[config.mk]
export PLATFORM = sky130hd
export DESIGN_NAME = ex_stage
export DESIGN_NICKNAME = d
export VERILOG_FILES = /design/src/verilog/ex_pkg.sv /design/src/verilog/ex_stage.sv /design/src/verilog/ex_multiplier.sv /design/src/verilog/ex_csr_buffer.sv /design/src/verilog/ex_branch_unit.sv /design/src/verilog/ex_alu.sv
export SDC_FILE = /design/constraint.sdc
export NUM_CORES = 2
export LEC_CHECK = 0
export CORE_UTILIZATION = 38
export DETAILED_ROUTE_END_ITERATION = 10
export DONT_BUFFER_PORTS = 1
export GPL_TIMING_DRIVEN = 0
export HOLD_SLACK_MARGIN = 0.02
export PLACE_DENSITY_LB_ADDON = 0.15
export SYNTH_ARGS = -nofsm -noshare
export SYNTH_HDL_FRONTEND = slang
export SYNTH_HIERARCHICAL = 1
export SYNTH_SLANG_ARGS = --single-unit
[constraint.sdc]
create_clock -name clk_i -period 9.45 [get_ports clk_i]
set_input_delay 1.4175 -clock clk_i [delete_from_list [all_inputs] [get_ports clk_i]]
set_output_delay 1.4175 -clock clk_i [all_outputs]
set_load 0.005 [all_outputs]
[src/verilog/ex_pkg.sv]
// Widths, operation codes and shared structs of the execute stage; every module imports it
package ex_pkg;

    // ----------------------------------------
    // Widths
    // ----------------------------------------
    localparam int unsigned XLEN           = 32;
    localparam int unsigned TRANS_ID_BITS  = 3;
    localparam int unsigned CSR_ADDR_BITS  = 12;
    localparam int unsigned EXC_CAUSE_BITS = 5;

    typedef logic [XLEN-1:0]          xlen_t;
    typedef logic [TRANS_ID_BITS-1:0] trans_id_t;

    // Instruction address misaligned
    localparam logic [EXC_CAUSE_BITS-1:0] EXC_INSTR_MISALIGNED = 5'd0;

    // ----------------------------------------
    // Operations
    // ----------------------------------------
    typedef enum logic [4:0] {
        // Arithmetic and logic
        ADD, SUB, XORL, ORL, ANDL,
        // Shifts
        SLL, SRL, SRA,
        // Set less than
        SLTS, SLTU,
        // Conditional branches, compared in the ALU
        EQ, NE, LTS, GES, LTU, GEU,
        // Unconditional jumps
        JAL, JALR,
        // CSR access
        CSR_RW,
        // Multiply, low and high halves
        MUL, MULH, MULHU
    } fu_op_e;

    // ----------------------------------------
    // Structs
    // ----------------------------------------
    // Issued instruction on the shared port
    typedef struct packed {
        fu_op_e    operation;
        xlen_t     operand_a;
        xlen_t     operand_b;
        xlen_t     imm;
        trans_id_t trans_id;
    } fu_data_t;

    // Front end prediction, valid means predicted taken
    typedef struct packed {
        logic  valid;
        xlen_t predict_address;
    } branch_predict_t;

    // Resolved control flow back to the front end
    typedef struct packed {
        logic  valid;
        xlen_t pc;
        xlen_t target_address;
        logic  is_taken;
        logic  is_mispredict;
    } bp_resolve_t;

    typedef struct packed {
        logic                      valid;
        logic [EXC_CAUSE_BITS-1:0] cause;
        xlen_t                     tval;
    } exception_t;

endpackage
[src/verilog/ex_stage.sv]
// Top level of the fixed-latency execute stage, one issue port and one write-back port
`timescale 1ns/10ps

module ex_stage (
    input  logic                             clk_i,
    input  logic                             rst_ni,
    input  logic                             flush_i,
    input  ex_pkg::fu_data_t                 fu_data_i,
    input  ex_pkg::xlen_t                    pc_i,
    input  logic                             is_compressed_i,
    input  logic                             alu_valid_i,
    input  logic                             branch_valid_i,
    input  logic                             csr_valid_i,
    input  logic                             mult_valid_i,
    input  logic                             csr_commit_i,
    input  ex_pkg::branch_predict_t          branch_predict_i,
    output ex_pkg::xlen_t                    flu_result_o,
    output ex_pkg::trans_id_t                flu_trans_id_o,
    output ex_pkg::exception_t               flu_exception_o,
    output logic                             flu_valid_o,
    output logic                             flu_ready_o,
    output ex_pkg::bp_resolve_t              resolved_branch_o,
    output logic                             resolve_branch_o,
    output logic [ex_pkg::CSR_ADDR_BITS-1:0] csr_addr_o
);
    import ex_pkg::*;

    // Silenced operands
    fu_data_t  alu_data;
    fu_data_t  mult_data;
    // Unit results
    xlen_t     alu_result;
    logic      alu_branch_res;
    xlen_t     branch_result;
    xlen_t     csr_result;
    logic      csr_ready;
    xlen_t     mult_result;
    logic      mult_valid;
    trans_id_t mult_trans_id;
    // Non-branch issue, for stray predictions
    logic      other_fu_valid;

    // ----------------------------------------
    // ALU, also compares for branches
    // ----------------------------------------
    assign alu_data = (alu_valid_i | branch_valid_i) ? fu_data_i : '0;

    ex_alu alu_i (
        .fu_data_i    ( alu_data       ),
        .result_o     ( alu_result     ),
        .branch_res_o ( alu_branch_res )
    );

    // ----------------------------------------
    // Branch unit
    // ----------------------------------------
    assign other_fu_valid = alu_valid_i | csr_valid_i | mult_valid_i;

    // Unsilenced, keeps the target path short
    ex_branch_unit branch_unit_i (
        .fu_data_i,
        .pc_i,
        .is_compressed_i,
        .branch_valid_i,
        .fu_valid_i         ( other_fu_valid   ),
        .branch_comp_res_i  ( alu_branch_res   ),
        .branch_predict_i,
        .branch_result_o    ( branch_result    ),
        .resolved_branch_o,
        .resolve_branch_o,
        .branch_exception_o ( flu_exception_o  )
    );

    // CSR buffer, its fill level blocks issue
    ex_csr_buffer csr_buffer_i (
        .clk_i,
        .rst_ni,
        .flush_i,
        .fu_data_i,
        .csr_valid_i,
        .csr_commit_i,
        .csr_ready_o  ( csr_ready  ),
        .csr_result_o ( csr_result ),
        .csr_addr_o
    );

    assign flu_ready_o = csr_ready;

    // ----------------------------------------
    // Multiplier
    // ----------------------------------------
    assign mult_data = mult_valid_i ? fu_data_i : '0;

    ex_multiplier mult_i (
        .clk_i,
        .rst_ni,
        .flush_i,
        .mult_valid_i,
        .fu_data_i       ( mult_data     ),
        .result_o        ( mult_result   ),
        .mult_valid_o    ( mult_valid    ),
        .mult_trans_id_o ( mult_trans_id )
    );

    // ----------------------------------------
    // Write-back
    // ----------------------------------------
    assign flu_valid_o = alu_valid_i | branch_valid_i | csr_valid_i | mult_valid;

    // Priority ALU, CSR, multiplier; link value otherwise
    always_comb begin
        flu_result_o   = branch_result;
        flu_trans_id_o = fu_data_i.trans_id;
        if (alu_valid_i) begin
            flu_result_o = alu_result;
        end else if (csr_valid_i) begin
            flu_result_o = csr_result;
        end else if (mult_valid) begin
            // Product brings its own ID from the issue cycle
            flu_result_o   = mult_result;
            flu_trans_id_o = mult_trans_id;
        end
    end

endmodule

[src/verilog/ex_multiplier.sv]
// One-cycle multiplier of the execute stage for MUL, MULH and MULHU with its transaction ID
`timescale 1ns/10ps

module ex_multiplier (
    input  logic              clk_i,
    input  logic              rst_ni,
    input  logic              flush_i,
    input  logic              mult_valid_i,
    input  ex_pkg::fu_data_t  fu_data_i,
    output ex_pkg::xlen_t     result_o,
    output logic              mult_valid_o,
    output ex_pkg::trans_id_t mult_trans_id_o
);
    import ex_pkg::*;

    // Operands widened by one sign or zero bit
    logic                  sign_a;
    logic                  sign_b;
    logic [2*XLEN-1:0]     product;
    xlen_t                 result_d;
    xlen_t                 result_q;
    logic                  valid_q;
    trans_id_t             trans_id_q;

    // ----------------------------------------
    // Product
    // ----------------------------------------
    // Only MULH treats both operands as signed
    assign sign_a = (fu_data_i.operation == MULH) & fu_data_i.operand_a[XLEN-1];
    assign sign_b = (fu_data_i.operation == MULH) & fu_data_i.operand_b[XLEN-1];

    assign product = $signed({sign_a, fu_data_i.operand_a})
                   * $signed({sign_b, fu_data_i.operand_b});

    // Low half for MUL, high half otherwise
    assign result_d = (fu_data_i.operation == MUL) ? product[XLEN-1:0]
                                                   : product[2*XLEN-1:XLEN];

    // ----------------------------------------
    // Output register
    // ----------------------------------------
    always_ff @(posedge clk_i or negedge rst_ni) begin
        if (!rst_ni) begin
            valid_q <= 1'b0;
        end else begin
            valid_q <= mult_valid_i & ~flush_i;
        end
    end

    always_ff @(posedge clk_i) begin
        result_q   <= result_d;
        trans_id_q <= fu_data_i.trans_id;
    end

    // A flush also kills the product waiting on the port
    assign mult_valid_o    = valid_q & ~flush_i;
    assign result_o        = result_q;
    assign mult_trans_id_o = trans_id_q;

endmodule

[src/verilog/ex_csr_buffer.sv]
// Single-entry CSR address buffer of the execute stage, holds the address until commit or flush
`timescale 1ns/10ps

module ex_csr_buffer (
    input  logic                             clk_i,
    input  logic                             rst_ni,
    input  logic                             flush_i,
    input  ex_pkg::fu_data_t                 fu_data_i,
    input  logic                             csr_valid_i,
    input  logic                             csr_commit_i,
    output logic                             csr_ready_o,
    output ex_pkg::xlen_t                    csr_result_o,
    output logic [ex_pkg::CSR_ADDR_BITS-1:0] csr_addr_o
);
    import ex_pkg::*;

    logic                     full_q;
    logic [CSR_ADDR_BITS-1:0] addr_q;

    // Write data goes straight to write-back
    assign csr_result_o = fu_data_i.operand_a;
    assign csr_addr_o   = addr_q;

    // Free again in the commit cycle
    assign csr_ready_o = ~full_q | csr_commit_i;

    // ----------------------------------------
    // Occupancy
    // ----------------------------------------
    always_ff @(posedge clk_i or negedge rst_ni) begin
        if (!rst_ni) begin
            full_q <= 1'b0;
        end else if (flush_i) begin
            full_q <= 1'b0;
        end else if (csr_valid_i) begin
            // New entry, also when the old one commits now
            full_q <= 1'b1;
        end else if (csr_commit_i) begin
            full_q <= 1'b0;
        end
    end

    // Address from the low bits of operand b
    always_ff @(posedge clk_i) begin
        if (csr_valid_i) begin
            addr_q <= fu_data_i.operand_b[CSR_ADDR_BITS-1:0];
        end
    end

endmodule

[src/verilog/ex_branch_unit.sv]
// Branch unit of the execute stage, resolves branches and jumps against the front end prediction
`timescale 1ns/10ps

module ex_branch_unit (
    input  ex_pkg::fu_data_t        fu_data_i,
    input  ex_pkg::xlen_t           pc_i,
    input  logic                    is_compressed_i,
    input  logic                    branch_valid_i,
    input  logic                    fu_valid_i,
    input  logic                    branch_comp_res_i,
    input  ex_pkg::branch_predict_t branch_predict_i,
    output ex_pkg::xlen_t           branch_result_o,
    output ex_pkg::bp_resolve_t     resolved_branch_o,
    output logic                    resolve_branch_o,
    output ex_pkg::exception_t      branch_exception_o
);
    import ex_pkg::*;

    logic  is_jump;
    logic  is_taken;
    logic  stray_predict;
    xlen_t target_address;
    xlen_t next_pc;

    assign is_jump = (fu_data_i.operation == JAL) || (fu_data_i.operation == JALR);

    // ----------------------------------------
    // Target and link
    // ----------------------------------------
    always_comb begin
        // JALR is register relative, bit 0 dropped
        if (fu_data_i.operation == JALR) begin
            target_address = (fu_data_i.operand_a + fu_data_i.imm) & ~xlen_t'(1);
        end else begin
            target_address = pc_i + fu_data_i.imm;
        end
    end

    // Fall-through address, also the link value
    assign next_pc         = pc_i + (is_compressed_i ? xlen_t'(2) : xlen_t'(4));
    assign branch_result_o = next_pc;

    // Jumps always taken
    assign is_taken = is_jump | branch_comp_res_i;

    // Taken prediction on something that is no branch
    assign stray_predict    = fu_valid_i & branch_predict_i.valid;
    assign resolve_branch_o = branch_valid_i | stray_predict;

    // ----------------------------------------
    // Resolution
    // ----------------------------------------
    always_comb begin
        resolved_branch_o                = '0;
        resolved_branch_o.pc             = pc_i;
        resolved_branch_o.target_address = next_pc;
        if (branch_valid_i) begin
            resolved_branch_o.valid          = 1'b1;
            resolved_branch_o.is_taken       = is_taken;
            resolved_branch_o.target_address = is_taken ? target_address : next_pc;
            // Wrong direction, or right direction to the wrong place
            resolved_branch_o.is_mispredict  = (branch_predict_i.valid != is_taken)
                || (is_taken && (branch_predict_i.predict_address != target_address));
        end else if (stray_predict) begin
            // Front end went elsewhere, send it back to the next instruction
            resolved_branch_o.valid         = 1'b1;
            resolved_branch_o.is_mispredict = 1'b1;
        end
    end

    // Taken target must be 4-byte aligned
    always_comb begin
        branch_exception_o       = '0;
        branch_exception_o.cause = EXC_INSTR_MISALIGNED;
        branch_exception_o.tval  = target_address;
        branch_exception_o.valid = branch_valid_i & is_taken & target_address[1];
    end

endmodule

[src/verilog/ex_alu.sv]
// Single-cycle ALU of the execute stage, also evaluates branch comparisons for the branch unit
`timescale 1ns/10ps

module ex_alu (
    input  ex_pkg::fu_data_t fu_data_i,
    output ex_pkg::xlen_t    result_o,
    output logic             branch_res_o
);
    import ex_pkg::*;

    // Shared adder, runs as subtractor when negating operand b
    logic                    adder_sub;
    xlen_t                   operand_b_neg;
    xlen_t                   adder_result;
    logic                    adder_zero;
    // Comparison
    logic                    is_signed;
    logic                    less;
    logic [$clog2(XLEN)-1:0] shamt;

    // ----------------------------------------
    // Adder and subtractor
    // ----------------------------------------
    always_comb begin
        case (fu_data_i.operation)
            SUB, SLTS, SLTU, EQ, NE, LTS, GES, LTU, GEU: adder_sub = 1'b1;
            default: adder_sub = 1'b0;
        endcase
    end

    // Two's complement negation, carry in via the added one
    assign operand_b_neg = adder_sub ? ~fu_data_i.operand_b : fu_data_i.operand_b;
    assign adder_result  = fu_data_i.operand_a + operand_b_neg + xlen_t'(adder_sub);
    assign adder_zero    = (adder_result == '0);

    // ----------------------------------------
    // Less-than
    // ----------------------------------------
    assign is_signed = (fu_data_i.operation == SLTS) || (fu_data_i.operation == LTS)
                    || (fu_data_i.operation == GES);

    always_comb begin
        // Same sign, difference sign decides
        if (fu_data_i.operand_a[XLEN-1] == fu_data_i.operand_b[XLEN-1]) begin
            less = adder_result[XLEN-1];
        end else begin
            // Signs differ, top bit alone decides
            less = is_signed ? fu_data_i.operand_a[XLEN-1] : fu_data_i.operand_b[XLEN-1];
        end
    end

    // Branch condition
    always_comb begin
        case (fu_data_i.operation)
            EQ:       branch_res_o = adder_zero;
            NE:       branch_res_o = ~adder_zero;
            LTS, LTU: branch_res_o = less;
            GES, GEU: branch_res_o = ~less;
            default:  branch_res_o = 1'b0;
        endcase
    end

    // ----------------------------------------
    // Result select
    // ----------------------------------------
    assign shamt = fu_data_i.operand_b[$clog2(XLEN)-1:0];

    always_comb begin
        case (fu_data_i.operation)
            ADD, SUB:   result_o = adder_result;
            XORL:       result_o = fu_data_i.operand_a ^ fu_data_i.operand_b;
            ORL:        result_o = fu_data_i.operand_a | fu_data_i.operand_b;
            ANDL:       result_o = fu_data_i.operand_a & fu_data_i.operand_b;
            SLL:        result_o = fu_data_i.operand_a << shamt;
            SRL:        result_o = fu_data_i.operand_a >> shamt;
            SRA:        result_o = xlen_t'($signed(fu_data_i.operand_a) >>> shamt);
            SLTS, SLTU: result_o = {{(XLEN-1){1'b0}}, less};
            default:    result_o = '0;
        endcase
    end

endmodule

# [Word-level counts from Yosys, hierarchy flattened]
# Memory sizes are Yosys's and may differ from the RTL's.
# Cells that the tools add are included.
[totals] reg_bits=49 rom_bits=16 inputBits=178 out_inout_bits=155 wordCells=97 mem_count=1
[mem_list] name="(name not given)" depth=16 width=1 read_ports=1 rd_ports_with_merged_regs=0 write_ports=0 line_no="ex_alu.sv:25" source="case (fu_data_i.operation)"
[op_classes] addsub=5 n_mul=1 n_eq_ne=22 n_shift=3 muxes=25 bitwise=23 reduce_logical=12
[ops] cell="$pmux 32 s8" count=1
[ops] cell="$mux 32" count=7
[ops] cell="$mux 104" count=2
[ops] cell="$add 32x32->32" count=4
[ops] cell="$mul 33x33->64" count=1
[ops] cell="$eq 5x4->1 const B" count=8
[ops] cell="$mux 33" count=1
[ops] cell="$add 32x1->32" count=1
[ops] cell="$and 32x32->32" count=1
[ops] cell="$logic_not 32->1" count=1
[ops] cell="$ne 32x32->1" count=1
[ops] cell="$not 32->32" count=1
[ops] cell="$or 32x32->32" count=1
[ops] cell="$shl 32x5->32" count=1
[ops] cell="$shr 32x5->32" count=1
[ops] cell="$sshr 32x5->32" count=1
[ops] cell="$xor 32x32->32" count=1
[ops] cell="$eq 5x3->1 const B" count=4
[ops] cell="$eq 5x5->1 const B" count=4
[ops] cell="$mux 3" count=4
[ops] cell="$eq 5x2->1 const B" count=2
[ops] cell="$mux 1" count=9
[ops] cell="$or 1x1->1" count=8
[ops] cell="$reduce_or 2->1" count=4
[ops] cell="10 further kinds" count=22

# [Longest topological paths before layout]
# An unclocked memory read counts as a cell.
[logic_depth] ltp_word=14 mapped_depth=34 depth_no_buf=31

# [Hierarchy]
# The synthesis kept the hierarchy.
[by_module_without_submodules] mod="ex_multiplier" instances=1 cells_each=4302 area_per_inst_um2=38979.9 seq_area_each_um2=725.7
[by_module_without_submodules] mod="ex_alu" instances=1 cells_each=1225 area_per_inst_um2=7932.6 seq_area_each_um2=0.0
[by_module_without_submodules] mod="ex_branch_unit" instances=1 cells_each=1025 area_per_inst_um2=6606.3 seq_area_each_um2=0.0
[by_module_without_submodules] mod="ex_stage" instances=1 cells_each=384 area_per_inst_um2=2588.7 seq_area_each_um2=0.0
[by_module_without_submodules] mod="ex_csr_buffer" instances=1 cells_each=48 area_per_inst_um2=651.9 seq_area_each_um2=385.4

# [Worst setup path after synthesis]
# Ideal clock, no wire load.
[synth_timing] path_type="input -> register" start="in mult_valid_i" end="reg mult_i.result_q[27], in the netlist mult_i/result_o[27]" setup_time_ps=127 arrival_time_ps=9544 required_time_ps=9323 setup_slack_ps=-221 path_stages=34 n_path_buf=4 path_cell_list="clkbuf_2 > clkbuf_1 > and2_1 > nor2b_1 > and3_1 > and2_1 > clkbuf_1 > nand2_1 > inv_1 > fa_1 > inv_1 > fa_1 > inv_1 > fa_1 > fa_1 > inv_1 > fa_1 > inv_1 > fa_1 > inv_1 > fa_1 > fa_1 > inv_1 > ha_1 > buf_2 > a21o_1 > a21oi_1 > o21ai_0 > a21oi_1 > o21ai_0 > a21o_4 > a2111o_1 > a211oi_1 > a211oi_2"
[synth_lines] item="start, declared" line_no="ex_stage.sv:14" source="input logic mult_valid_i,"
[synth_lines] item="end signal, assigned" line_no="ex_multiplier.sv:51" source="result_q <= result_d;"
[synth_lines] item="end, declared" line_no="ex_multiplier.sv:21" source="xlen_t result_q;"

==> metrics.cfg <==
[global_routing]
track_usage=0.394
grt_pass1_vias=52400
grt_pass1_wl_mm=412
grt-ovfl-total=0
grt_max_degree=25
antenna_found_initial=39

[worst_setup_path]
arrival_ns=8.34
endpoint=resolved_branch_o[0]
cp_slowest_cell=nor4_4
crit_cells=31
r2r_end=csr_buffer_i/full_q
critical_path_class=in -> out
worstSetupStartpoint=branch_valid_i
crit_buf_inv=5
critPathTopFamily=simple AND/OR/NAND/NOR gates
rrSetupSlack_ns=8.81
worst_setup_path_start_kind=input port
reg2reg_from=csr_buffer_i/full_q
critPathMaxFanout=6
cp-end-kind=output pin
cpPeakStageDelay_ns=0.73
ff2ff_path_depth=2
worstPathRequired_ns=8.03

[power]
power_w=0.0118
vdd_drop_max_mv=0.410
power.density_nw_per_um2=189
p_leak_nw=28.1

[placed_design]
dpl.hpwl_mm=250
gp_congestion=1.06
portBuffers=0
place_ws_ns=-3.39
dp_cells=8836
post_dp_cell_area_um2=58800

[routing]
dr.pass1.iters=8
routed_wl_mm=298
detail_route.iter0.violations=4968
drc=0
ant_nets=0
routedWlPerCell_um=33.3
vias=52200
avgViaCountPerCell=5.81

[floorplanning]
die_area_um2=150000
die_w_um=387
start_util=0.385
die_h_um=387
num_io_pins=333
rows=140
core_area_um2=146000

[clock_network]
clkLatencyLatePin_ns=0.35
cts.sinks=49
cts_tree=built
cts.reportedPaths.clkPinSlew_ns=0.09
cts_made_buffers=5
htreeDepth=2
root_buffer=clkbuf_16
clk_path_buf_depth=2

[layout]
layout_common_cells=inv_1 (1217), fa_1 (1092), nand2_1 (971), ha_1 (334), and2_1 (331)
layout.nets=8683
fin_area_um2=62500
drive_gt1_frac=0.122
post-route-util=0.427
fin_cells=8971
layout_commonest_cell=inv_1
syn2layout_area_growth_pct=11.0
fillerInstances=15100

[yosys]
synth.cell_area_um2=56300
yosysWarnings=6
synth_area_per_cell_um2=8.15
synthCells=6911

[sta]
post-route-period-util=1.03
finalCriticalPeriod_ns=9.76
tightest_slew_ns=1.41
setup_viol=2
rsz0062_at_grt=true
setup_slack_ns=-0.311
relSlewSlack=0.0538
max_freq_mhz=102
slew_viol_final=0
final.setup_skew_ns=0
finalHoldViolations=0

[min_path]
holdPathStages=2
hold_class=reg -> reg

[status]
failed_checks=setup timing
status=finished, violations left

[run]
cap_violations=0

## metal layers
metal,vias to the layer above,share of wire,GRT usage
li1,21900,-,-
met5,-,0.00038,0
met3,667,0.081,0.0714
met2,2770,0.45,0.626
met4,14,0.081,0.273
met1,26800,0.38,0.485
## worst min-delay path, stage by stage (launching register included)
cell and delay (ns):
dfrtp_1 0.40, nand2b_4 0.08, a21oi_2 0.05
## metrics by stage
step	TNS, ns	hold slack, ns
floorplan	0	0.536
finish	-0.409	0.562
CTS	-0.0766	0.564
global placement	-175.07	0.549
global route	-1.63	0.582
detailed placement	-140.18	0.556
## worst min path at each step
stage / startpoint / endpoint / slack [ns]
after floorplan: csr_buffer_i/full_q / csr_buffer_i/full_q / 0.54
after global placement: csr_buffer_i/full_q / csr_buffer_i/full_q / 0.55
after detailed placement: csr_buffer_i/full_q / csr_buffer_i/full_q / 0.56
after CTS: csr_buffer_i/full_q / csr_buffer_i/full_q / 0.56
after global routing: csr_buffer_i/full_q / csr_buffer_i/full_q / 0.58
final: csr_buffer_i/full_q / csr_buffer_i/full_q / 0.56
## final cells by class
type                            count  area (um2)  share of cell area
Multi-Input combinational cell   5155       50100               0.801
Inverter                         1244        4700              0.0752
Timing Repair Buffer              105         926              0.0148
Tap cell                         1917        2400              0.0384
Sequential cell                    49        1110              0.0178
Clock inverter                      3        28.8            0.000460
Buffer                            443        3010              0.0482
Antenna cell                       50         125             0.00200
Clock buffer                        5         125             0.00200
## power by group
part	switching [W]	total, W	internal [W]
logic	0.00735	0.0112	0.00386
clock network	0.000114	0.000217	0.000102
registers	0.0000331	0.000361	0.000328
total	0.00750	0.0118	0.00429
## repair_timing
item                                    in CTS  in global routing
hold buffers                                 0                  0
gates resized for setup                    698                223
setup buffers                               75                 23
cloned                                       3                  0
pin swaps                                   88                 85
endpoints found under the setup margin      73                 29
## registers in the layout (all words and copies together), names as in the netlist
register,cells
mult_i/result_o,32
csr_buffer_i/csr_addr_o,12
mult_i/mult_trans_id_o,3
csr_buffer_i/full_q,1
mult_i/valid_q,1
No activity file was read; power rests on OpenSTA's default activity.
